### src/common/bank_op_pkg.sv
`default_nettype none

package bank_op_pkg;

  // issue opcodes
  typedef enum logic [2:0] {
    WRITE         = 3'd0,
    READ          = 3'd1,
    READ_LINEFILL = 3'd2,
    WRITE_BACK    = 3'd3
  } opcode_e;

  // per-half line state from the issue unit
  typedef enum logic [1:0] {
    EMPTY = 2'd0,
    SYNC  = 2'd1,
    DIRTY = 2'd2
  } line_state_e;

  // sequencer phase
  typedef enum logic [1:0] {
    ACCESS = 2'd0,
    RESULT = 2'd1,
    HELD   = 2'd2
  } phase_e;

endpackage

`default_nettype wire

### src/bank_ctrl/bank_seq_fsm.sv
`default_nettype none

module bank_seq_fsm (
  input  logic                     clk_i,
  input  logic                     rst_i,
  input  logic                     req_valid_i,
  input  bank_op_pkg::opcode_e     req_opcode_i,
  input  logic                     req_offset_i,
  input  bank_op_pkg::line_state_e req_state0_i,
  input  bank_op_pkg::line_state_e req_state1_i,
  input  logic                     wbuf_rtn_valid_i,
  input  logic                     biu_ready_i,
  output bank_op_pkg::phase_e      phase_o,
  output logic                     ram0_en_o,
  output logic                     ram0_we_o,
  output logic                     ram1_en_o,
  output logic                     ram1_we_o,
  output logic                     buf_load_o,
  output logic                     wbuf_req_valid_o,
  output logic                     xbar_valid_o,
  output logic                     biu_valid_o,
  output logic                     req_ready_o
);

  bank_op_pkg::phase_e phase_q;
  bank_op_pkg::phase_e phase_d;

  logic op_write;
  logic op_read;
  logic op_fill;
  logic op_wb;
  logic in_access;
  logic in_result;
  logic in_held;
  logic wr_return;
  logic touch0;
  logic touch1;
  logic array_en;
  logic array_we;
  logic done;

  // ------------------------------------------------------------------
  // request decode
  // ------------------------------------------------------------------
  assign op_write = req_valid_i & (req_opcode_i == bank_op_pkg::WRITE);
  assign op_read  = req_valid_i & (req_opcode_i == bank_op_pkg::READ);
  assign op_fill  = req_valid_i & (req_opcode_i == bank_op_pkg::READ_LINEFILL);
  assign op_wb    = req_valid_i & (req_opcode_i == bank_op_pkg::WRITE_BACK);

  assign in_access = (phase_q == bank_op_pkg::ACCESS);
  assign in_result = (phase_q == bank_op_pkg::RESULT);
  assign in_held   = (phase_q == bank_op_pkg::HELD);

  // write data arrives from the write buffer
  assign wr_return = in_result & op_write & wbuf_rtn_valid_i;

  // selected half, plus empty halves on linefill and dirty halves on write back
  assign touch0 = ~req_offset_i
                | (op_fill & (req_state0_i == bank_op_pkg::EMPTY))
                | (op_wb   & (req_state0_i == bank_op_pkg::DIRTY));
  assign touch1 = req_offset_i
                | (op_fill & (req_state1_i == bank_op_pkg::EMPTY))
                | (op_wb   & (req_state1_i == bank_op_pkg::DIRTY));

  // ------------------------------------------------------------------
  // array strobes
  // ------------------------------------------------------------------
  assign array_en = (in_access & (op_read | op_fill | op_wb)) | wr_return;
  assign array_we = (in_access & op_fill) | wr_return;

  assign ram0_en_o = touch0 & array_en;
  assign ram0_we_o = touch0 & array_we;
  assign ram1_en_o = touch1 & array_en;
  assign ram1_we_o = touch1 & array_we;

  // ------------------------------------------------------------------
  // handshakes
  // ------------------------------------------------------------------
  assign wbuf_req_valid_o = in_access & op_write;

  // linefill data leaves at once, sram data one cycle later
  assign xbar_valid_o = (in_access & op_fill) | (in_result & op_read);

  // write back live in RESULT, from the buffer in HELD
  assign biu_valid_o = op_wb & (in_result | in_held);
  assign buf_load_o  = op_wb & in_result;

  assign done = (in_result & (op_read | op_fill))
              | wr_return
              | (biu_valid_o & biu_ready_i);

  assign req_ready_o = done;

  // ------------------------------------------------------------------
  // phase register
  // ------------------------------------------------------------------
  always_comb begin
    phase_d = phase_q;
    case (phase_q)
      bank_op_pkg::ACCESS: begin
        if (op_read | op_fill | op_wb | op_write) begin
          phase_d = bank_op_pkg::RESULT;
        end
      end
      bank_op_pkg::RESULT: begin
        if (done) begin
          phase_d = bank_op_pkg::ACCESS;
        end else if (op_wb) begin
          // bus interface stalled, keep the line in the buffer
          phase_d = bank_op_pkg::HELD;
        end
      end
      bank_op_pkg::HELD: begin
        if (done) begin
          phase_d = bank_op_pkg::ACCESS;
        end
      end
      default: begin
        phase_d = bank_op_pkg::ACCESS;
      end
    endcase
  end

  always_ff @(posedge clk_i or posedge rst_i) begin
    if (rst_i) begin
      phase_q <= bank_op_pkg::ACCESS;
    end else begin
      phase_q <= phase_d;
    end
  end

  assign phase_o = phase_q;

endmodule

`default_nettype wire

### config.mk
export PLATFORM = sky130hd
export DESIGN_NAME = bank_seq_fsm
export DESIGN_NICKNAME = d
export VERILOG_FILES = /design/src/common/bank_op_pkg.sv /design/src/bank_ctrl/bank_seq_fsm.sv
export SDC_FILE = /design/constraint.sdc
export NUM_CORES = 1
export LEC_CHECK = 0
export BUFFER_PORTS_ARGS = -buffer_cell sky130_fd_sc_hd__buf_2
export CAP_MARGIN = 40
export CORE_AREA = 2 2 39 41
export DETAILED_ROUTE_END_ITERATION = 12
export DIE_AREA = 0 0 41 43
export PLACE_DENSITY = 0.52
export SLEW_MARGIN = 20
export SYNTH_ARGS = -nofsm -noshare
export SYNTH_HDL_FRONTEND = slang
export SYNTH_SLANG_ARGS = --single-unit
### constraint.sdc
create_clock -name clk_i -period 3.4 [get_ports clk_i]
set_input_delay 0.17 -clock clk_i [delete_from_list [all_inputs] [get_ports clk_i]]
set_output_delay 0.17 -clock clk_i [all_outputs]
set_load 0.02 [all_outputs]
==> After elaboration in Yosys (flattened, before gate mapping) <==
Cells that the tools add are included.
{ "word_totals": {"reg_bits": 2, "input_bits": 13} }
{ "classes": {"n_eq_ne": 10, "mux": 5, "n_bitwise": 36, "n_reduce_logical": 5} }
{ "ops": {"columns": ["cell", "n"], "rows": [
  ["bitwise AND 1 bit", 22],
  ["OR 1 bit", 13],
  ["2-to-1 mux 2 bit", 4],
  ["== test 2 bit, second input constant", 3],
  ["== test 3 x 2 -> 1 bit, second input constant", 2],
  ["logical NOT 2 bit", 3],
  ["case mux 2 bit (3 select lines)", 1],
  ["== test 3 x 1 -> 1 bit, second input constant", 1],
  ["logical NOT 3 bit", 1],
  ["!= test 3 bit, second input constant", 1],
  ["AND reduction 3 bit", 1],
  ["== test 2 x 1 -> 1 bit, second input constant", 1],
  ["!= test 2 x 1 -> 1 bit, second input constant", 1],
  ["!= test 2 bit, second input constant", 1],
  ["inverter 1 bit", 1]
]} }

==> Longest topological paths before layout <==
Gate-level depths: netlist of the first run.
{ "logic_depth": {"ltp_word": 8, "ltp_mapped": 7, "mapped_depth_nobuf": 6} }

==> Worst setup path before layout of the first run <==
OpenSTA, ideal clock, no wires.
{ "synth_timing": {"path_kind": "register to register", "start": "register phase_q[0], in the netlist phase_o[0]", "end": "register phase_q[1], in the netlist phase_o[1]", "setup_ps": 151, "t_arrival_ps": 1652, "required_ps": 3249, "setup_slack_ps": 1597, "stages_incl_launch_ff": 6, "path_buffers": 0, "synth_period_minus_slack_ps": 1803, "path_cell_list": "dfrtp_1 -> inv_1 -> ha_1 -> a21oi_1 -> nor3_1 -> o31ai_1"} }
{ "synth_via": {"elab_chain_len": 7} }
{ "synth_lines": {"columns": ["element", "line_no", "rtl"], "rows": [
  ["from (decl)", "bank_seq_fsm.sv:25", "bank_op_pkg::phase_e phase_q;"],
  ["from (signal assigned)", "bank_seq_fsm.sv:126", "phase_q <= bank_op_pkg::ACCESS;"],
  ["from (signal assigned)", "bank_seq_fsm.sv:128", "phase_q <= phase_d;"],
  ["== test 2 x 1 -> 1 bit / == test 2 bit (equally long branches)", "bank_seq_fsm.sv:51, bank_seq_fsm.sv:52", null],
  ["bitwise AND 1 bit / OR 1 bit (equally long branches)", "bank_seq_fsm.sv:55, bank_seq_fsm.sv:85", null],
  ["bitwise AND 1 bit (on tied branches)", "bank_seq_fsm.sv:55, bank_seq_fsm.sv:85", null],
  ["OR 1 bit / bitwise AND 1 bit (equally long branches)", "bank_seq_fsm.sv:89, bank_seq_fsm.sv:90", null],
  ["OR 1 bit (*)", "bank_seq_fsm.sv:90", "| (biu_valid_o & biu_ready_i);"],
  ["net req_ready_o", "bank_seq_fsm.sv:22", "output logic req_ready_o"],
  ["!= test 3 bit (no source line) (tied with other cells)", null, null],
  ["AND reduction 3 bit (no source line) / case mux 2 bit (3 select lines) (equally long branches)", null, null]
]} }
The timed path passes the listed nets; every way through them passes the cells marked *.
A chain may end at the register's enable or synchronous reset.

==> Worst setup path in the final report of the first run <==
{ "layout_timing": {"start": "register phase_q[1], in the netlist phase_o[1]", "end": "output port ram1_we_o"} }
{ "layout_via": {"elab_chain_len": 5} }
{ "layout_lines": {"columns": ["element", "line_no", "rtl"], "rows": [
  ["== test 2 x 1 -> 1 bit", "bank_seq_fsm.sv:51", "assign in_result = (phase_q == bank_op_pkg::RESULT);"],
  ["bitwise AND 1 bit (2 in a row)", "bank_seq_fsm.sv:55", "assign wr_return = in_result & op_write & wbuf_rtn_valid_i;"],
  ["OR 1 bit (*)", "bank_seq_fsm.sv:69", "assign array_we = (in_access & op_fill) | wr_return;"],
  ["bitwise AND 1 bit (*)", "bank_seq_fsm.sv:74", "assign ram1_we_o = touch1 & array_we;"],
  ["to (decl)", "bank_seq_fsm.sv:17", "output logic ram1_we_o,"]
]} }
Every way passes the cells marked *; elsewhere a longest branch is shown, timed or not.

==> summary.md, run 1 <==
| Metric | Value |
|---|---|
| Status | finished, final reports clean |
| Post-route ant nets | 0 |
| Ys Warns | 0 |
| Clk root buf | clkbuf_4 |
| Syn avg cell area | 6.81 um^2 |
| CTS sink cnt | 2 |
| #FFs+latches synth | 2 |
| Post-Synthesis Cells | 54 |
| Die area | 1760 um^2 |
| Total track usage | 12.9% |
| Depth of the CTS H-tree | 1 |
| Post-Layout Cell Count | 94 |
| Worst EP required | 3230 ps |
| DR vias | 445 |
| Count of input and output buffers | 23 |
| R2R depth | 5 |
| Post-Syn Area | 368 um^2 |
| Fin area | 518 um^2 |
| Maximum VDD drop | 0.000168 V |
| Post-layout min period | 1900 ps |
| Largest net degree at the start of global routing | 15 |
| Number of global-route vias before repair | 382 |
| Syn nets | 70 |
| Clock buffer depth | 2 |
| I/O pin count | 24 |
| Number of max-cap violations | 0 |
| Cts repair resizes | 0 |
| First-pass GRT wire length | 1550 um |
| TritonCTS Buffers | 3 |
| Dpl hpwl | 748 um |
| Fillcell total | 166 |
| Die Wd | 41 um |
| Pwr Total | 0.257 mW |
| TritonCTS clock tree | done |
| Place WS | 1710 ps |
| Gpl congestion | 0.671 |
| Row cnt | 14 |
| RR Endpoint | phase_o[0] |
| Leakage dissipation | 0.271 nW |
| Antenna violations before repair | 0 |
| R2R Path Start | phase_o[1] |
| Final Hold Vio Count | 0 |
| DRT iter0 DRCs | 6 |
| Pwr dens | 497 nW/um^2 |
| Pins Over Slew Limit | 0 |
| Worst-Margin Slew | 301 ps |
| Final setup vio count | 0 |
| Pre-Repair DR Iteration Count | 3 |
| Max reg flops | 2 |
| CP Max Fanout | 8 |
| Die height | 43 um |
| Layout area overhead | 40.8% |
| Crit path capture type | output pin |
| Sequential area share after synthesis | 13.6% |
| Startpoint types | register |
| Crit Path Category | register to output pin |
| Finished Core Util | 37.4% |
| Hold slack | 347 ps |
| Share of cells above drive strength 1 | 34.6% |
| Placed cells | 90 |
| Vias/cell | 4.73 |
| Fmax | 526 MHz |
| Ant diodes | 0 |
| Dpl cell area | 485 um^2 |
| Final worst slack | 1500 ps |
| DRC | 0 |
| Reg2Reg Setup Slack | 1790 ps |
| Clk slew on worst S/H paths | 30 ps |
| Worst skew pair latency | 230 ps |
| Worst Hold Class | input pin to async pin |
| Total routed wirelength | 933 um |
| Initial Util | 26.6% |
| CP arrival | 1730 ps |
| Total gr overflow | 0 |
| Setup TNS | 0 ps |
| Final Cycle Share | 55.9% |
| Core area | 1380 um^2 |
| Unique cell type count in the Yosys netlist | 25 |
| Clock Skews | 2.05 ps |
| Avg WL per Cell | 9.93 um |
| Layout Nets | 96 |
| Slew Limit Headroom | 79.7% |
| Unrepaired setup endpoints after global routing | false |
==> worst max-delay path: stages, from the launching register on <==
cell      delay [ps]
dfrtp_1          410
inv_1             90
ha_1             310
nand3_1          110
a211oi_1         270
nor2b_1          150
buf_2            160
==> where the power goes <==
group / internal, mW / switching, mW / leakage (nW)
Clock: 0.0390 / 0.0149 / 0.0138
Sequential: 0.0330 / 0.00957 / 0.0261
Combinational: 0.0623 / 0.0987 / 0.231
Total: 0.134 / 0.123 / 0.271
==> cells by family after synthesis <==
logic type | share of synthesized area, %
compound gates | 23.5
xor+xnor | 4.76
flops | 13.6
simple gates | 38.1
fa+ha+maj | 10.2
buf+inv | 9.86
==> worst max-delay path by stage <==
| stage | startpoint | to | slack [ps] |
|---|---|---|---|
| floorplan | phase_o[0] | phase_o[1] | 1600 |
| global placement | phase_o[1] | ram1_we_o | 1700 |
| detailed placement | phase_o[1] | ram1_we_o | 1710 |
| CTS | phase_o[1] | ram1_we_o | 1470 |
| global route | phase_o[1] | ram1_we_o | 1310 |
| finish | phase_o[1] | ram1_we_o | 1500 |
==> cell usage after synthesis <==
cell type,instances,area (um^2)
a211oi_1,2,15.0
a21oi_1,4,20.0
a31oi_1,2,12.5
and2_1,1,6.26
and3_1,2,12.5
buf_2,1,5.00
buf_4,1,7.51
clkbuf_2,1,5.00
dfrtp_1,2,50.1
ha_1,3,37.5
inv_1,5,18.8
nand2_1,4,15.0
nand2b_1,1,6.26
nand2b_4,1,13.8
nand3_1,2,10.0
nor2_1,7,26.3
nor2b_1,3,18.8
nor3_1,2,10.0
nor4_1,2,12.5
nor4b_1,1,8.76
o21ai_0,1,5.00
o311a_1,1,10.0
o31ai_1,2,15.0
o41ai_1,1,8.76
xor2_1,2,17.5
==> placed cells by master, fill, tap and decap left out <==
master and n:
nor2_1 7, nor4_1 2, o21ai_0 1, dfrtp_1 2, o31ai_1 2, nand2b_1 1
o311a_1 1, dlygate4sd3_1 1, nand2_1 4, a21oi_1 4, inv_1 5, nor4b_1 1
ha_1 3, a31oi_1 2, o41ai_1 1, buf_2 23, clkbuf_4 3, xor2_1 2
nand2b_4 1, nor2b_1 3, nor3_1 2, nand3_1 2, a211oi_1 2, and3_1 2
and2_1 1
==> routing by layer <==
layer / routed length (um) / global-route usage (%) / share of wire (%)
met3: 47 / 3.14 / 5.0
met5: 0 / 0 / 0
met4: 16 / 6.00 / 1.7
met2: 407 / 16.6 / 44
met1: 460 / 19.6 / 49
==> what timing repair did <==
item / CTS / global route
buffers inserted: 0 / 0
endpoints found under the hold margin: 2 / 0
hold buffers: 1 / 0
==> cell type report <==
type	instances	area, um^2	share of cell area, %
multi-input cells	44	282	54.3
repair buffers	24	125	24.2
flip-flops and latches	2	50.0	9.66
clock buffers	3	22.5	4.35
well taps	16	20.0	3.86
inverters	5	18.8	3.62
No activity file was read; power rests on OpenSTA's default activity.
==> run 2, diff against run 1 <==
--- a/config.mk
+++ b/config.mk
@@ -5,6 +5,7 @@
 export SDC_FILE = /design/constraint.sdc
 export NUM_CORES = 1
 export LEC_CHECK = 0
+export ABC_AREA = 1
 export BUFFER_PORTS_ARGS = -buffer_cell sky130_fd_sc_hd__buf_2
 export CAP_MARGIN = 40
 export CORE_AREA = 2 2 39 41
==> constraint.sdc (replaced) <==
create_clock -name clk_i -period 2 [get_ports clk_i]
set_input_delay 0.1 -clock clk_i [delete_from_list [all_inputs] [get_ports clk_i]]
set_output_delay 0.1 -clock clk_i [all_outputs]
set_load 0.02 [all_outputs]
==> summary.md, run 2 <==
| Metric | Value |
|---|---|
| Dpl cell area | 493 um^2 |
| Dpl hpwl | 787 um |
| Clk root buf | clkbuf_4 |
| Gpl congestion | 0.671 |
| Share of cells above drive strength 1 | 39.3% |
| R2R depth | 10 |
| Count of input and output buffers | 23 |
| R2R Path Start | phase_o[1] |
| Max reg flops | 2 |
| Total routed wirelength | 923 um |
| Sequential area share after synthesis | 14.0% |
| CP Max Fanout | 4 |
| Post-Synthesis Cells | 62 |
| First-pass GRT wire length | 1550 um |
| Fin area | 526 um^2 |
| Total gr overflow | 0 |
| Area leader, netlist | dfrtp_1 |
| Switch share | 48.3% |
| Number of max-cap violations | 0 |
| Most frequent cell after synthesis | inv_1 |
| Synth top cells by count | 13 x inv_1, 12 x nand2_1, 11 x nor2_1 |
| Cell-internal power | 0.218 mW |
| Worst-Margin Slew | 248 ps |
| Crit path capture type | output pin |
| Pre-Repair DR Iteration Count | 1 |
| Layout area overhead | 46.9% |
| Layout Nets | 107 |
| TritonCTS Buffers | 3 |
| Largest net degree at the start of global routing | 6 |
| Fillcell total | 165 |
| Fmax | 577 MHz |
| Combinational Power Share | 63.3% |
| Share of power burned in registers | 16.0% |
| Clock buffer depth | 2 |
| CP arrival | 1630 ps |
| Final Hold Vio Count | 0 |
| Antenna violations before repair | 0 |
| Avg WL per Cell | 8.79 um |
| Main synth FF type | dfrtp_1 |
| CTS sink cnt | 2 |
| Die Wd | 41 um |
| Synth area leaders | dfrtp_1 14%, inv_1 14%, nand2_1 13% |
| Worst skew pair latency | 220 ps |
| Syn avg cell area | 5.77 um^2 |
| Clk slew on worst S/H paths | 30 ps |
| Most frequent cells in the layout | 23 x buf_2, 13 x inv_1, 12 x nand2_1 |
| Initial Util | 25.9% |
| Pins Over Slew Limit | 0 |
| Unrepaired setup endpoints after global routing | false |
| Number of global-route vias before repair | 420 |
| Post-layout min period | 1730 ps |
| Ys Warns | 0 |
| DRT iter0 DRCs | 0 |
| Syn nets | 78 |
| Status | finished, final reports clean |
| Maximum VDD drop | 0.000441 V |
| Vias/cell | 4.28 |
| Clock Skews | 0.00672 ps |
| Worst EP required | 1900 ps |
| Final setup vio count | 0 |
| Pwr dens | 802 nW/um^2 |
| DR vias | 449 |
| Slew Limit Headroom | 83.5% |
| Share of the synthesized area in the top cell type | 14.0% |
| Post-Syn Area | 358 um^2 |
| Worst Hold Class | input pin to async pin |
| Post-synth EDFFs | 0 |
| Leakage dissipation | 0.329 nW |
| #FFs+latches synth | 2 |
| DRC | 0 |
| Post-synth ARST share | 100% |
| Crit Path Category | register to output pin |
| Net Sw Power | 0.204 mW |
| Unique cell type count in the Yosys netlist | 19 |
| Commonest non-fill, non-tap cell in the layout | buf_2 |
| Ant diodes | 0 |
| TritonCTS clock tree | done |
| Clock power share | 20.6% |
| Depth of the CTS H-tree | 1 |
| Setup bufs post-CTS | 0 |
| Final Cycle Share | 86.6% |
| Setup TNS | 0 ps |
| I/O pin count | 24 |
| Die height | 43 um |
| Row cnt | 14 |
| Startpoint types | register |
| Total track usage | 13.1% |
| RR Endpoint | phase_o[0] |
| Reg2Reg Setup Slack | 500 ps |
| Pwr Total | 0.422 mW |
| Die area | 1760 um^2 |
| Core area | 1380 um^2 |
| Post-route ant nets | 0 |
==> run 2: cell count changes in the layout (fill, tap and decap cells not counted), moves of 2 or more <==
cell / previous run / this run
a21oi_1: 4 / 1
and3_1: 2 / 0
inv_1: 5 / 13
nand2_1: 4 / 12
nand2_2: 0 / 3
nand3_2: 0 / 2
nor2_1: 7 / 11
nor2_2: 0 / 3
nor2b_1: 3 / 0
nor3_1: 2 / 0
nor4_1: 2 / 0
xor2_1: 2 / 0
==> run 2: final cells by class <==
| class | instances | area (um^2) | area share [%] |
|---|---|---|---|
| repair buffers | 24 | 125 | 23.8 |
| well taps | 16 | 20.0 | 3.81 |
| multi-input cells | 46 | 255 | 48.6 |
| inverters | 14 | 52.6 | 10.0 |
| flip-flops and latches | 2 | 50.0 | 9.52 |
| clock buffers | 3 | 22.5 | 4.29 |
==> run 2: timing repair <==
action | in CTS | in global routing
resized for setup | 0 | 0
endpoints found under the hold margin | 2 | 0
setup endpoints to repair | 0 | 0
hold buffers | 1 | 0
==> run 2: power groups by stage <==
stage                     sequential, mW  clock, mW  combinational (mW)
final                             0.0676     0.0870               0.267
after global routing              0.0696     0.0932               0.313
after CTS                         0.0680     0.0945               0.271
after detailed placement          0.0683          0               0.269
after global placement            0.0689          0               0.268
after floorplan                   0.0834          0               0.182
==> run 2: through the flow <==
stage | std cells | hold slack, ps | setup slack (ps) | utilization [%]
floorplan | 62 | -159 | 430 | -
global placement | 101 | -49.6 | 533 | 35.6
detailed placement | 101 | -48.5 | 494 | 35.6
CTS | 105 | 268 | 249 | 38.0
global route | 105 | 301 | 122 | 38.0
finish | 105 | 273 | 268 | 38.0
==> run 2: kinds of logic after synthesis <==
group	after synthesis	synth area share, %
simple gates	36	48.3
buf+inv	14	14.7
compound gates	7	12.6
fa+ha+maj	3	10.5
flops	2	14.0
==> run 2: worst max-delay path by stage <==
stage | startpoint | to | cells past startpoint | slack [ps]
after CTS | phase_o[1] | ram1_we_o | 8 | 250
after global placement | phase_o[1] | phase_o[1] | 10 | 530
after detailed placement | phase_o[1] | ram0_we_o | 8 | 490
after global routing | phase_o[1] | ram1_we_o | 8 | 120
final | phase_o[1] | ram1_we_o | 8 | 270
after floorplan | phase_o[1] | phase_o[1] | 10 | 430
==> run 2: worst max-delay path, cell delays in order, from the launching register on <==
cell,delay (ps)
dfrtp_1,390
inv_1,80
ha_1,200
nand2_1,60
nand3b_1,240
o21ai_0,120
inv_1,70
nor2_1,100
buf_2,160
==> run 2: layer usage <==
metal | global-route usage, % | part of all wire (%) | vias to the layer above | wire length (um)
met5 | 0 | 0 | - | 0
met4 | 8.00 | 0 | 0 | 0
met3 | 3.14 | 8.1 | 0 | 75
met2 | 20.6 | 49 | 18 | 454
met1 | 14.8 | 43 | 184 | 394
li1 | - | - | 247 | -
