File: config.mk
export PLATFORM = sky130hd
export DESIGN_NAME = bank_datapath
export DESIGN_NICKNAME = d
export VERILOG_FILES = /design/src/common/bank_op_pkg.sv /design/src/common/bank_data_pkg.sv /design/src/bank_ctrl/bank_datapath.sv
export VERILOG_INCLUDE_DIRS = /design/src /design/src/common
export SDC_FILE = /design/constraint.sdc
export NUM_CORES = 1
export LEC_CHECK = 0
export ABC_CLOCK_PERIOD_IN_PS = 12000
export BUFFER_PORTS_ARGS = -buffer_cell sky130_fd_sc_hd__buf_2
export CAP_MARGIN = 20
export CORE_AREA = 2 2 509 511
export CTS_CLUSTER_DIAMETER = 150
export DETAILED_ROUTE_END_ITERATION = 12
export DIE_AREA = 0 0 511 513
export GPL_TIMING_DRIVEN = 0
export PLACE_DENSITY = 0.32
export SYNTH_ARGS = -nofsm -noshare
export SYNTH_HDL_FRONTEND = slang
export SYNTH_SLANG_ARGS = --single-unit
File: constraint.sdc
create_clock -name clk_i -period 12 [get_ports clk_i]
set_input_delay 0.6 -clock clk_i [delete_from_list [all_inputs] [get_ports clk_i]]
set_output_delay 0.6 -clock clk_i [all_outputs]
set_load 0.02 [all_outputs]
File: src/common/bank_defines.svh
`ifndef BANK_DEFINES_SVH
`define BANK_DEFINES_SVH

// set/way/offset index, bit 0 picks the half
`define BANK_IDX_W   7
// sram address, index bits 6:1
`define BANK_ADDR_W  6

// one half line
`define BANK_HALF_W  128

// side-band tags
`define BANK_WBID_W  8
`define BANK_ROB_W   3
`define BANK_CH_W    2

`endif

File: src/common/bank_op_pkg.sv
`default_nettype none

package bank_op_pkg;

  // issue opcodes
  typedef enum logic [2:0] {
    WRITE         = 3'd0,
    READ          = 3'd1,
    READ_LINEFILL = 3'd2,
    WRITE_BACK    = 3'd3
  } opcode_e;

  // per-half line state from the issue unit
  typedef enum logic [1:0] {
    EMPTY = 2'd0,
    SYNC  = 2'd1,
    DIRTY = 2'd2
  } line_state_e;

  // sequencer phase
  typedef enum logic [1:0] {
    ACCESS = 2'd0,
    RESULT = 2'd1,
    HELD   = 2'd2
  } phase_e;

endpackage

`default_nettype wire

File: src/common/bank_data_pkg.sv
`default_nettype none

`include "bank_defines.svh"

package bank_data_pkg;

  // one offset of a cache line
  typedef logic [`BANK_HALF_W-1:0] half_t;

  // offset1 in the upper half
  typedef logic [2*`BANK_HALF_W-1:0] line_t;

  // byte strobes, upper 16 belong to offset1
  typedef logic [2*`BANK_HALF_W/8-1:0] strb_t;

endpackage

`default_nettype wire

File: src/bank_ctrl/bank_datapath.sv
`default_nettype none

`include "bank_defines.svh"

module bank_datapath (
  input  logic                     clk_i,
  input  logic                     rst_i,
  input  bank_op_pkg::phase_e      phase_i,
  input  bank_op_pkg::opcode_e     opcode_i,
  input  logic                     offset_i,
  input  bank_op_pkg::line_state_e state0_i,
  input  bank_op_pkg::line_state_e state1_i,
  input  logic                     buf_load_i,
  input  bank_data_pkg::half_t     fill0_i,
  input  bank_data_pkg::half_t     fill1_i,
  input  bank_data_pkg::half_t     wbuf_rtn_data_i,
  input  bank_data_pkg::half_t     ram0_rdata_i,
  input  bank_data_pkg::half_t     ram1_rdata_i,
  output bank_data_pkg::half_t     ram0_wdata_o,
  output bank_data_pkg::half_t     ram1_wdata_o,
  output bank_data_pkg::half_t     xbar_data_o,
  output bank_data_pkg::line_t     biu_data_o,
  output bank_data_pkg::strb_t     biu_strb_o
);

  localparam int HALF_BYTES = `BANK_HALF_W / 8;

  logic                 is_fill;
  logic                 is_wb;
  logic                 need0;
  logic                 need1;
  bank_data_pkg::half_t fill_sel;
  bank_data_pkg::half_t ram_sel;
  bank_data_pkg::line_t live_line;
  bank_data_pkg::line_t buf_q;

  assign is_fill = (opcode_i == bank_op_pkg::READ_LINEFILL);
  assign is_wb   = (opcode_i == bank_op_pkg::WRITE_BACK);

  // ------------------------------------------------------------------
  // sram write data
  // ------------------------------------------------------------------
  // fill data on linefill, write buffer return otherwise
  assign ram0_wdata_o = is_fill ? fill0_i : wbuf_rtn_data_i;
  assign ram1_wdata_o = is_fill ? fill1_i : wbuf_rtn_data_i;

  // ------------------------------------------------------------------
  // crossbar data
  // ------------------------------------------------------------------
  assign fill_sel = offset_i ? fill1_i : fill0_i;
  assign ram_sel  = offset_i ? ram1_rdata_i : ram0_rdata_i;

  assign xbar_data_o = is_fill ? fill_sel : ram_sel;

  // ------------------------------------------------------------------
  // write back line
  // ------------------------------------------------------------------
  // halves that go to the bus interface
  assign need0 = ~offset_i | (is_wb & (state0_i == bank_op_pkg::DIRTY));
  assign need1 = offset_i | (is_wb & (state1_i == bank_op_pkg::DIRTY));

  // unneeded halves read as zero
  assign live_line = {need1 ? ram1_rdata_i : '0,
                      need0 ? ram0_rdata_i : '0};

  // read buffer, keeps the line across a bus stall
  always_ff @(posedge clk_i or posedge rst_i) begin
    if (rst_i) begin
      buf_q <= '0;
    end else if (buf_load_i) begin
      buf_q <= live_line;
    end
  end

  assign biu_data_o = (phase_i == bank_op_pkg::HELD) ? buf_q : live_line;
  assign biu_strb_o = {{HALF_BYTES{need1}}, {HALF_BYTES{need0}}};

endmodule

`default_nettype wire

# --- Yosys cells after proc, flatten, opt, wreduce, memory -nomap -nowiden ---
# Index checks and enable logic that the tools add are counted.
totals:
  elab_cells: 19
  n_memories: 0
  mem_bits_rw: 0
  output_inout_bits: 672
  reg_bits: 256
  input_bits: 653
  latch_bits: 0
  mem_bits_ro: 0
op_classes:
  n_bitwise: 5
  magnitude_cmp: 0
  n_mul: 0
  n_mux: 8
  n_addsub: 0
  reduce_logical: 0
  eq_ne: 5
  n_div: 0
  shifts: 0
ops:
  columns: ["cell", "n"]
  rows:
  - ["128-bit 2-to-1 mux", 7]
  - ["256-bit 2-to-1 mux", 1]
  - ["2-bit == test (second input constant)", 3]
  - ["3-bit by 2-bit == test with 1-bit output (second input constant)", 2]
  - ["1-bit bitwise AND", 2]
  - ["1-bit bitwise OR", 2]
  - ["1-bit NOT", 1]

# --- Depth between registers and ports, before layout ---
# Gate-level depths: netlist (run 1).
depth:
  word_depth: 5
  depth_mapped: 7
  ltp_nobuf: 3

# --- Worst setup path before layout (run 1) ---
# OpenSTA, ideal clock, no wires.
synth_path:
  path_type: "input-to-output"
  start: "input port opcode_i[0]"
  end: "output port biu_strb_o[0]"
  required_ns: 11.400
  stages: 6
  n_path_buf: 3
  slack_ns: 9.590
  arrival_time_ns: 1.810
  path_cell_list: "and3b_1 a31oi_2 buf_2 buf_2 inv_1 buf_4"
synth_between:
  elab_chain_cells: 3
synth_rtl:
  columns: ["element", "line", "source"]
  rows:
  - ["from (decl)", "bank_datapath.sv:9", "input bank_op_pkg::opcode_e opcode_i,"]
  - ["3-bit by 2-bit == test with 1-bit output", "bank_datapath.sv:38", "assign is_wb = (opcode_i == bank_op_pkg::WRITE_BACK);"]
  - ["1-bit bitwise AND", "bank_datapath.sv:59", "assign need0 = ~offset_i | (is_wb & (state0_i == bank_op_pkg::DIRTY));"]
  - ["1-bit bitwise OR", "bank_datapath.sv:59", null]
  - ["to (decl)", "bank_datapath.sv:23", "output bank_data_pkg::strb_t biu_strb_o"]
# No other way between the ends.

# --- Worst setup path in the final report (run 1) ---
layout_path:
  start: "input port offset_i"
  end: "output port biu_strb_o[11]"
layout_between:
  elab_chain_cells: 2
layout_rtl:
  columns: ["element", "line", "source"]
  rows:
  - ["from (decl)", "bank_datapath.sv:10", "input logic offset_i,"]
  - ["1-bit NOT", "bank_datapath.sv:59", null]
  - ["1-bit bitwise OR", "bank_datapath.sv:59", null]
# No other way between the ends.

==> results of run 1 <==
worst max-delay path: stages:
cell and delay (ns):
buf_2 0.22, inv_2 0.06, buf_2 0.45, a31oi_2 0.58, buf_2 0.62, buf_2 0.40, inv_1 0.33, buf_4 0.24
buf_2 0.15
logic make-up (layout without fill, tap and decap cells):
logic type | after synthesis | after routing
multiplexers | 128 | 128
AND/OR/NAND/NOR | 1156 | 1156
AO/OA/AOI/OAI | 514 | 514
flip-flops | 256 | 256
buffers and inverters | 534 | 1947
other | 0 | 61
how the worst min path moves through the flow:
stage / from / endpoint / slack [ns] / cells after the start
6_report: rst_i / buf_q[48] / 0.05 / 2
4_1_cts: rst_i / buf_q[48] / 0.02 / 2
2_1_floorplan: buf_q[0] / buf_q[0] / 0.51 / 2
3_3_place_gp: buf_q[175] / buf_q[175] / 0.52 / 2
3_5_place_dp: buf_q[201] / buf_q[201] / 0.52 / 2
5_1_grt: rst_i / buf_q[47] / 0.05 / 2
where the power goes:
part	total [µW]	internal, µW	switching [µW]
clock network	1370	824	541
logic	1460	414	1040
registers	951	934	17.6
layer usage:
layer / track usage [%] / vias to the layer above / routed length (µm)
met5: 0 / - / 695
met3: 7.10 / 335 / 25200
met2: 29.4 / 1714 / 113000
li1: - / 11601 / -
met1: 23.1 / 13853 / 106000
met4: 6.59 / 106 / 9960
cells in the final DEF (no fill, tap or decap):
| master | n |
|---|---|
| nand2_1 | 1152 |
| inv_1 | 260 |
| clkinvlp_4 | 2 |
| clkbuf_16 | 45 |
| buf_6 | 1 |
| inv_6 | 2 |
| o22ai_1 | 512 |
| bufinv_16 | 4 |
| buf_4 | 54 |
| clkbuf_2 | 8 |
| buf_16 | 4 |
| clkbuf_1 | 108 |
| a31oi_2 | 2 |
| mux4_2 | 128 |
| buf_1 | 7 |
| buf_8 | 2 |
| clkbuf_8 | 9 |
| diode_2 | 61 |
| buf_12 | 5 |
| nor3b_2 | 1 |
| and3b_1 | 1 |
| clkinv_2 | 8 |
| inv_2 | 1 |
| clkinv_4 | 1 |
| nand2b_1 | 1 |
| dfrtp_1 | 256 |
| buf_2 | 1425 |
| inv_8 | 1 |
| or3b_2 | 1 |
cell type report:
type,count,area [µm²],share of cell area (%)
diodes,61,153,0.478
plain buffers,272,1360,4.26
clock buffers,61,1280,3.99
clock inverters,17,201,0.630
inverters,262,991,3.10
multi-input cells,1798,10500,32.8
flip-flops and latches,256,6410,20.0
well taps,3384,4230,13.2
repair buffers,1335,6870,21.5
per-stage QoR:
stage          cells  utilization, %  hold slack, ns  power, µW
6_report        7446            12.5          0.0465       3770
5_1_grt         7408            12.4          0.0529       3930
2_1_floorplan   2588               -           0.506       1630
3_5_place_dp    7307            11.8           0.522       2440
4_1_cts         7385            12.4          0.0189       3850
3_3_place_gp    7295            11.7           0.516       2430
==> flow_metrics.py, run 1 <==
metrics = {
    "clocking": {
        "path_clk_slew_ns": 0.05,
        "cts.path.max_buffers": 3,
        "post-cts-setup-buffer-count": 0,
        "clk_latency_ns": 0.62,
        "htree_levels": 2,
        "numClockSinks": 256,
        "postCtsHoldBufs": 0,
        "cts_tree": "built",
        "numCtsBuffers": 43,
        "root_buffer": "clkbuf_16",
        "postCtsResizedCells": 0,
    },
    "drt": {
        "drc": 0,
        "first_iter_violations": 2329,
        "routed_wl_um": 255000,
        "via_per_inst": 3.71,
        "dr.pass1.iters": 5,
        "vias": 27609,
        "antenna_left": 0,
        "drt-wirelength-per-cell_um": 34.2,
    },
    "yosys": {
        "netlist_top_cells_area": "dfrtp_1 33%, nand2_1 23%, o22ai_1 17%",
        "postSynthAreaPerCell_um2": 7.42,
        "yosys.area_share.simple_pct": 22.7,
        "netlist.area_leader.share_pct": 33.3,
        "syn_inst": 2588,
        "synth_edf_count": 0,
        "ys_warn_count": 0,
        "synth_area_um2": 19200,
        "synth-seq-cells": 256,
        "yosysUniqueCellTypes": 15,
        "synth-compound-area-share_pct": 16.8,
        "synth.most_common_cell": "nand2_1",
        "ys_seq_area_share_pct": 33.3,
        "synth_mux_area_share_pct": 15.0,
        "synth_top_area_cell": "dfrtp_1",
        "async_flop_share_pct": 100,
        "synth_top_family_by_area": "simple AND/OR/NAND/NOR gates",
        "yosys-top-cells-count": "1152 x nand2_1, 512 x o22ai_1, 261 x inv_1, 256 x dfrtp_1, 128 x mux4_2",
        "synthFlopType": "dfrtp_1",
        "synth_nets": 3241,
        "synth_xor_area_share_pct": 0,
        "synth-adder-area-share_pct": 0,
    },
    "floorplanning": {
        "core_area_um2": 256000,
        "ios": 1325,
        "die_x_um": 511,
        "die_h_um": 513,
        "rows": 186,
        "design.die.area_um2": 262000,
        "start_util_pct": 7.50,
    },
    "global_route": {
        "grt_pass1_wl_um": 316000,
        "grt.overflow.total": 0,
        "grt_pass1_vias": 27033,
        "antenna_found_initial": 184,
        "grt_use_total_pct": 18.7,
        "grt_max_degree": 95,
    },
    "critical_path": {
        "rrSetupSlack_ns": 11.31,
        "critPathRequiredTime_ns": 11.40,
        "r2r-end": "buf_q[255]",
        "criticalPathCategory": "primary input to primary output",
        "critPathLaunch": "offset_i",
        "worstRegToRegCells": 2,
        "cp-endpoint": "biu_strb_o[11]",
        "arrival_ns": 3.69,
        "crit_path_max_fanout": 16,
        "r2r_start": "buf_q[255]",
        "end_kind": "primary output",
        "worst_setup_path_start_kind": "primary input",
    },
    "sta": {
        "fmax_mhz": 233,
        "final.setup_skew_ns": 0,
        "period_minus_slack_ns": 4.29,
        "setup_violations": 0,
        "tightestPinTransition_ns": 1.13,
        "slew_violations": 0,
        "rsz0062_at_grt": "false",
        "period_share_pct": 35.7,
        "hold_viol": 0,
        "finalWorstSetupSlack_ns": 7.71,
        "max-slew-margin-rel_pct": 24.8,
        "setup_tns_ns": 0,
    },
    "placement": {
        "dp_worst_setup_slack_ns": 7.44,
        "portBuffers": 1323,
        "placed_area_um2": 30300,
        "gp_congestion": 0.975,
        "dp_hpwl_um": 225000,
    },
    "power_and_ir_drop": {
        "ir_worst_vdd_mv": 0.102,
        "p_leak_uw": 0.0157,
        "p_per_area_nw_per_um2": 118,
    },
    "finish": {
        "nets": 4621,
        "fill_cells": 30067,
        "largestRegisters": "buf_q (256)",
        "fin_area_um2": 32000,
        "largest_reg_flops": 256,
        "largest_register": "buf_q",
        "drive_above_1_share_pct": 42.6,
        "areaGrowthSynthToFinish_pct": 66.4,
    },
    "worst_hold_path": {
        "worstHoldPathType": "primary input to async pin",
    },
    "job": {
        "maxCapViolations": 0,
    },
    "outcome": {
        "outcome": "completed",
    },
}
(Power assumes the default switching activity.)
==> run 2: changes to the inputs <==
--- a/config.mk
+++ b/config.mk
@@ -6,7 +6,7 @@
 export SDC_FILE = /design/constraint.sdc
 export NUM_CORES = 1
 export LEC_CHECK = 0
-export ABC_CLOCK_PERIOD_IN_PS = 12000
+export ABC_CLOCK_PERIOD_IN_PS = 3700
 export BUFFER_PORTS_ARGS = -buffer_cell sky130_fd_sc_hd__buf_2
 export CAP_MARGIN = 20
 export CORE_AREA = 2 2 509 511
@@ -14,7 +14,7 @@
 export DETAILED_ROUTE_END_ITERATION = 12
 export DIE_AREA = 0 0 511 513
 export GPL_TIMING_DRIVEN = 0
-export PLACE_DENSITY = 0.32
+export PLACE_DENSITY = 0.33
 export SYNTH_ARGS = -nofsm -noshare
 export SYNTH_HDL_FRONTEND = slang
 export SYNTH_SLANG_ARGS = --single-unit
==> constraint.sdc (replaced) <==
create_clock -name clk_i -period 3.7 [get_ports clk_i]
set_input_delay 0.185 -clock clk_i [delete_from_list [all_inputs] [get_ports clk_i]]
set_output_delay 0.185 -clock clk_i [all_outputs]
set_load 0.02 [all_outputs]
==> run 2 against run 1 <==
  * Sequential power grew to 3.2 times the previous value
  * Clock power grew to 3.2 times the previous value
  * Largest power group unchanged
  * Flip-flop and latch count stayed put
  * Utilization up 1.0 points
  * Count of clock-buffer cells in the layout decreased by 1
  * Total power rose to 3.3 times the previous value
  * Combinational power increased to 3.4 times the previous value
  * First-iteration DRC count up 6.0%
  * Non-clock buffer count is 261 higher
==> flow_metrics.py, run 2 (synthesis gave the netlist of run 1 again) <==
metrics = {
    "power_and_ir_drop": {
        "p_leak_uw": 0.0167,
        "p_per_area_nw_per_um2": 358,
        "ir_worst_vdd_mv": 0.264,
    },
    "clocking": {
        "htree_levels": 2,
        "numCtsBuffers": 44,
        "root_buffer": "clkbuf_16",
        "clk_latency_ns": 0.67,
        "numClockSinks": 256,
        "post-cts-setup-buffer-count": 0,
        "cts_tree": "built",
        "cts.path.max_buffers": 3,
        "path_clk_slew_ns": 0.06,
    },
    "placement": {
        "gp_congestion": 0.959,
        "placed_area_um2": 30400,
        "dp_hpwl_um": 222000,
        "dp.cells": 7311,
        "portBuffers": 1323,
    },
    "drt": {
        "dr.pass1.iters": 6,
        "routed_wl_um": 251000,
        "drc": 0,
        "vias": 28492,
        "drt-wirelength-per-cell_um": 32.6,
        "antenna_left": 0,
        "via_per_inst": 3.70,
        "first_iter_violations": 2469,
    },
    "finish": {
        "ff_latch_area_um2": 6410,
        "nets": 4883,
        "fill_cells": 29991,
        "multiInputGateArea_um2": 10500,
        "drive_above_1_share_pct": 40.0,
        "largest_register": "buf_q",
        "areaGrowthSynthToFinish_pct": 79.9,
        "largest_reg_flops": 256,
        "fin_area_um2": 34600,
        "final_common_cell": "buf_2",
        "utilization_pct": 13.5,
        "instances_no_fill": 7708,
        "final_cell_mix": "1425 x buf_2, 1152 x nand2_1, 512 x o22ai_1, 260 x inv_1, 257 x dlygate4sd3_1",
        "largestRegisters": "buf_q (256)",
    },
    "outcome": {
        "outcome": "completed",
    },
    "job": {
        "maxCapViolations": 0,
    },
    "critical_path": {
        "path_cells": "buf_2, and3b_1, a31oi_4, buf_2, buf_2, o22ai_1, buf_2",
        "crit_path_max_fanout": 10,
        "critPathRequiredTime_ns": 3.51,
        "worst_path_most_repeated_cell": "buf_2",
        "worst_setup_path_start_kind": "primary input",
        "end_kind": "primary output",
        "arrival_ns": 3.16,
        "criticalPathCategory": "primary input to primary output",
        "slowest_stage": "and3b_1",
        "critical_path.max_stage_delay_ns": 0.82,
    },
    "floorplanning": {
        "start_util_pct": 7.50,
        "die_x_um": 511,
        "ios": 1325,
        "core_area_um2": 256000,
        "rows": 186,
        "die_h_um": 513,
        "design.die.area_um2": 262000,
    },
    "sta": {
        "fin_hold_ws_ns": 0.220,
        "hold_viol": 0,
        "period_share_pct": 90.4,
        "max-slew-margin-rel_pct": 33.5,
        "rsz0062_at_grt": "false",
        "period_minus_slack_ns": 3.34,
        "setup_violations": 0,
        "setup_tns_ns": 0,
        "slew_violations": 0,
        "final.setup_skew_ns": 0,
        "fmax_mhz": 299,
        "tightestPinTransition_ns": 0.997,
    },
    "global_route": {
        "grt_pass1_vias": 27821,
        "grt_max_degree": 39,
        "antenna_found_initial": 140,
        "grt_use_total_pct": 18.4,
        "grt_pass1_wl_um": 313000,
        "grt.overflow.total": 0,
    },
    "worst_hold_path": {
        "worstHoldPathType": "primary input to async pin",
    },
}
run 2: power by group:
group / switching (µW) / leakage [µW] / internal, µW
registers: 56.9 / 0.00332 / 3030
logic: 3430 / 0.0127 / 1530
clock network: 1790 / 0.000692 / 2530
run 2: critical path, delay by kind of cell:
family	cells	cell delay, ns
compound gates	2	0.85
simple gates	1	0.82
buf+inv	4	1.22
run 2: stage by stage:
step,power [µW],setup slack (ns)
after floorplan,5280,0.143
after global placement,7850,-2.81
final,12400,0.355
after global routing,12900,0.147
after CTS,12600,0.0416
after detailed placement,7880,-0.121
run 2: layout make-up:
class                           instances  area share [%]
Clock inverter                         15           0.576
Antenna cell                           65           0.471
Tap cell                             3384            12.2
Sequential cell                       256            18.5
Timing Repair Buffer                 1596            27.5
Inverter                              262            2.86
Clock buffer                           60            3.56
Multi-Input combinational cell       1798            30.3
Buffer                                272            3.94
run 2: what timing repair did:
action                                  CTS  global route
gates resized for setup                   1             0
hold buffers                            257             0
endpoints found under the hold margin   281             0
endpoints found under the setup margin   23             0
run 2: worst paths after layout:
path                              startpoint  cells after the start  slack [ns]              end
max in group asynchronous              rst_i                      8        1.73       buf_q[180]
hold reg to reg                   buf_q[176]                      2        0.53       buf_q[176]
min in group clk_i         ram1_rdata_i[121]                      4        0.35       buf_q[249]
setup / recovery                 opcode_i[2]                      7        0.36  biu_data_o[233]
setup reg to reg                  buf_q[255]                      2        3.01       buf_q[255]
hold / removal                         rst_i                      3        0.22       buf_q[129]
run 2: per-layer routing:
layer / vias up / global-route usage (%) / part of all wire (%)
met5: - / 0 / 0.094
met4: 36 / 6.36 / 4.0
met3: 318 / 5.17 / 8.6
met2: 1838 / 29.3 / 45
met1: 14175 / 23.6 / 43
li1: 12125 / - / -
==> run 3: changes to the inputs <==
--- a/config.mk
+++ b/config.mk
@@ -7,14 +7,14 @@
 export NUM_CORES = 1
 export LEC_CHECK = 0
 export ABC_CLOCK_PERIOD_IN_PS = 3700
-export BUFFER_PORTS_ARGS = -buffer_cell sky130_fd_sc_hd__buf_2
 export CAP_MARGIN = 20
 export CORE_AREA = 2 2 509 511
 export CTS_CLUSTER_DIAMETER = 150
 export DETAILED_ROUTE_END_ITERATION = 12
 export DIE_AREA = 0 0 511 513
+export DONT_BUFFER_PORTS = 1
 export GPL_TIMING_DRIVEN = 0
-export PLACE_DENSITY = 0.33
+export PLACE_DENSITY = 0.3
 export SYNTH_ARGS = -nofsm -noshare
 export SYNTH_HDL_FRONTEND = slang
 export SYNTH_SLANG_ARGS = --single-unit
==> run 3 against run 2 <==
  * Register-to-register slack got worse by 0.12 ns
  * Combinational power decreased by 22%
  * Design area fell by 18%
  * First-iteration DRC count is 0.45% lower
  * Cell count down 17%
  * Critical path type unchanged
  * Count of clock-buffer cells in the layout shrank 1
  * Non-clock buffer count down 1306
  * Sequential power about the same
  * Total power down 6.8%
  * Via count is 14% lower
==> flow_metrics.py, run 3 (synthesis gave the netlist of run 1 again) <==
metrics = {
    "finish": {
        "largest_reg_flops": 256,
        "largestRegisters": "buf_q (256)",
        "ff_latch_area_um2": 6410,
        "areaGrowthSynthToFinish_pct": 47.2,
        "utilization_pct": 11.0,
        "final_cell_mix": "1152 x nand2_1, 510 x o22ai_1, 260 x inv_1, 257 x dlygate4sd3_1, 256 x dfrtp_1",
        "multiInputGateArea_um2": 10500,
        "final_common_cell": "nand2_1",
        "fin_area_um2": 28300,
        "drive_above_1_share_pct": 13.5,
        "fill_cells": 29790,
        "largest_register": "buf_q",
        "nets": 3576,
    },
    "placement": {
        "placed_area_um2": 24000,
        "portBuffers": 0,
        "dp_worst_setup_slack_ns": 0.0237,
        "dp_hpwl_um": 209000,
        "gp_congestion": 1.02,
    },
    "drt": {
        "dr.pass1.iters": 5,
        "first_iter_violations": 2458,
        "drc": 0,
        "vias": 24414,
        "via_per_inst": 3.80,
        "antenna_left": 0,
        "routed_wl_um": 257000,
        "drt-wirelength-per-cell_um": 39.9,
    },
    "sta": {
        "max-slew-margin-rel_pct": 20.1,
        "hold_viol": 0,
        "finalWorstSetupSlack_ns": 0.172,
        "final.setup_skew_ns": 0,
        "period_share_pct": 95.4,
        "rsz0062_at_grt": "false",
        "setup_violations": 0,
        "slew_violations": 0,
        "fmax_mhz": 283,
        "period_minus_slack_ns": 3.53,
        "setup_tns_ns": 0,
        "tightestPinTransition_ns": 1.22,
    },
    "floorplanning": {
        "design.die.area_um2": 262000,
        "die_h_um": 513,
        "start_util_pct": 7.50,
        "ios": 1325,
        "core_area_um2": 256000,
        "die_x_um": 511,
        "rows": 186,
    },
    "clocking": {
        "numClockSinks": 256,
        "clk_latency_ns": 0.65,
        "htree_levels": 2,
        "root_buffer": "clkbuf_16",
        "postCtsHoldBufs": 257,
        "numCtsBuffers": 43,
        "path_clk_slew_ns": 0.07,
        "cts.path.max_buffers": 3,
        "cts_tree": "built",
        "postCtsResizedCells": 0,
        "post-cts-setup-buffer-count": 0,
    },
    "power_and_ir_drop": {
        "ir_worst_vdd_mv": 0.298,
        "p_total_uw": 11500,
        "p_leak_uw": 0.0114,
        "p_per_area_nw_per_um2": 408,
    },
    "critical_path": {
        "arrival_ns": 3.34,
        "end_kind": "primary output",
        "worst_setup_path_start_kind": "primary input",
        "criticalPathCategory": "primary input to primary output",
        "crit_path_max_fanout": 10,
        "critPathRequiredTime_ns": 3.51,
    },
    "global_route": {
        "antenna_found_initial": 136,
        "grt.overflow.total": 0,
        "grt_max_degree": 37,
        "grt_use_total_pct": 18.7,
        "grt_pass1_vias": 23517,
        "grt_pass1_wl_um": 312000,
    },
    "worst_hold_path": {
        "worstHoldPathType": "primary input to async pin",
    },
    "outcome": {
        "outcome": "completed",
    },
    "job": {
        "maxCapViolations": 0,
    },
}
==> run 3: cell types whose count changed in the layout (fill, tap and decap cells not counted), sizes merged <==
| cell | delta |
|---|---|
| buf | -1306 |
| inv | -1 |
| clkbuf | -1 |
| bufinv | +4 |
| clkinv | +1 |
| clkinvlp | -2 |
| diode | +23 |
==> run 3: critical path, stage by stage <==
cell and delay, ns:
and3b_1 0.43, a31oi_2 1.05, buf_2 0.73, buf_2 0.47, o22ai_1 0.41
==> run 3: layout make-up <==
cell class	count	share of cell area, %
Multi-Input combinational cell	1798	37.1
Sequential cell	256	22.6
Tap cell	3384	15.0
Timing Repair Buffer	290	11.0
Buffer	272	4.82
Clock buffer	59	4.19
Inverter	262	3.49
Clock inverter	17	1.04
Antenna cell	88	0.778
==> run 3: layer usage <==
layer	vias up	share of wire, %	global-route usage [%]
li1	9544	-	-
met1	12304	39	21.9
met2	2087	43	28.6
met3	449	12	8.58
met4	30	5.6	9.84
met5	-	0.078	0
==> run 3: power breakdown <==
part	switching (µW)	internal, µW	leakage [µW]
Clock	1830	2720	0.000720
Sequential	57.6	3030	0.00332
Combinational	2940	947	0.00739
Total	4830	6700	0.0114
==> run 3: stage by stage <==
stage,hold slack [ns],std cells
3_5_place_dp,0.130,6005
4_1_cts,0.00967,6338
5_1_grt,0.0536,6385
6_report,0.0663,6426
3_3_place_gp,0.331,5972
2_1_floorplan,0.327,2588
==> run 3: final timing paths <==
check	to	startpoint	slack [ns]	depth (start not counted)
worst max-delay path	biu_data_o[156]	opcode_i[0]	0.17	5
worst min-delay path	buf_q[131]	rst_i	0.07	3
worst max register to register	buf_q[108]	buf_q[108]	2.89	2
worst min register to register	buf_q[224]	buf_q[224]	0.53	2
max in group asynchronous	buf_q[69]	rst_i	2.35	7
min in group clk_i	buf_q[44]	ram0_rdata_i[44]	0.24	3
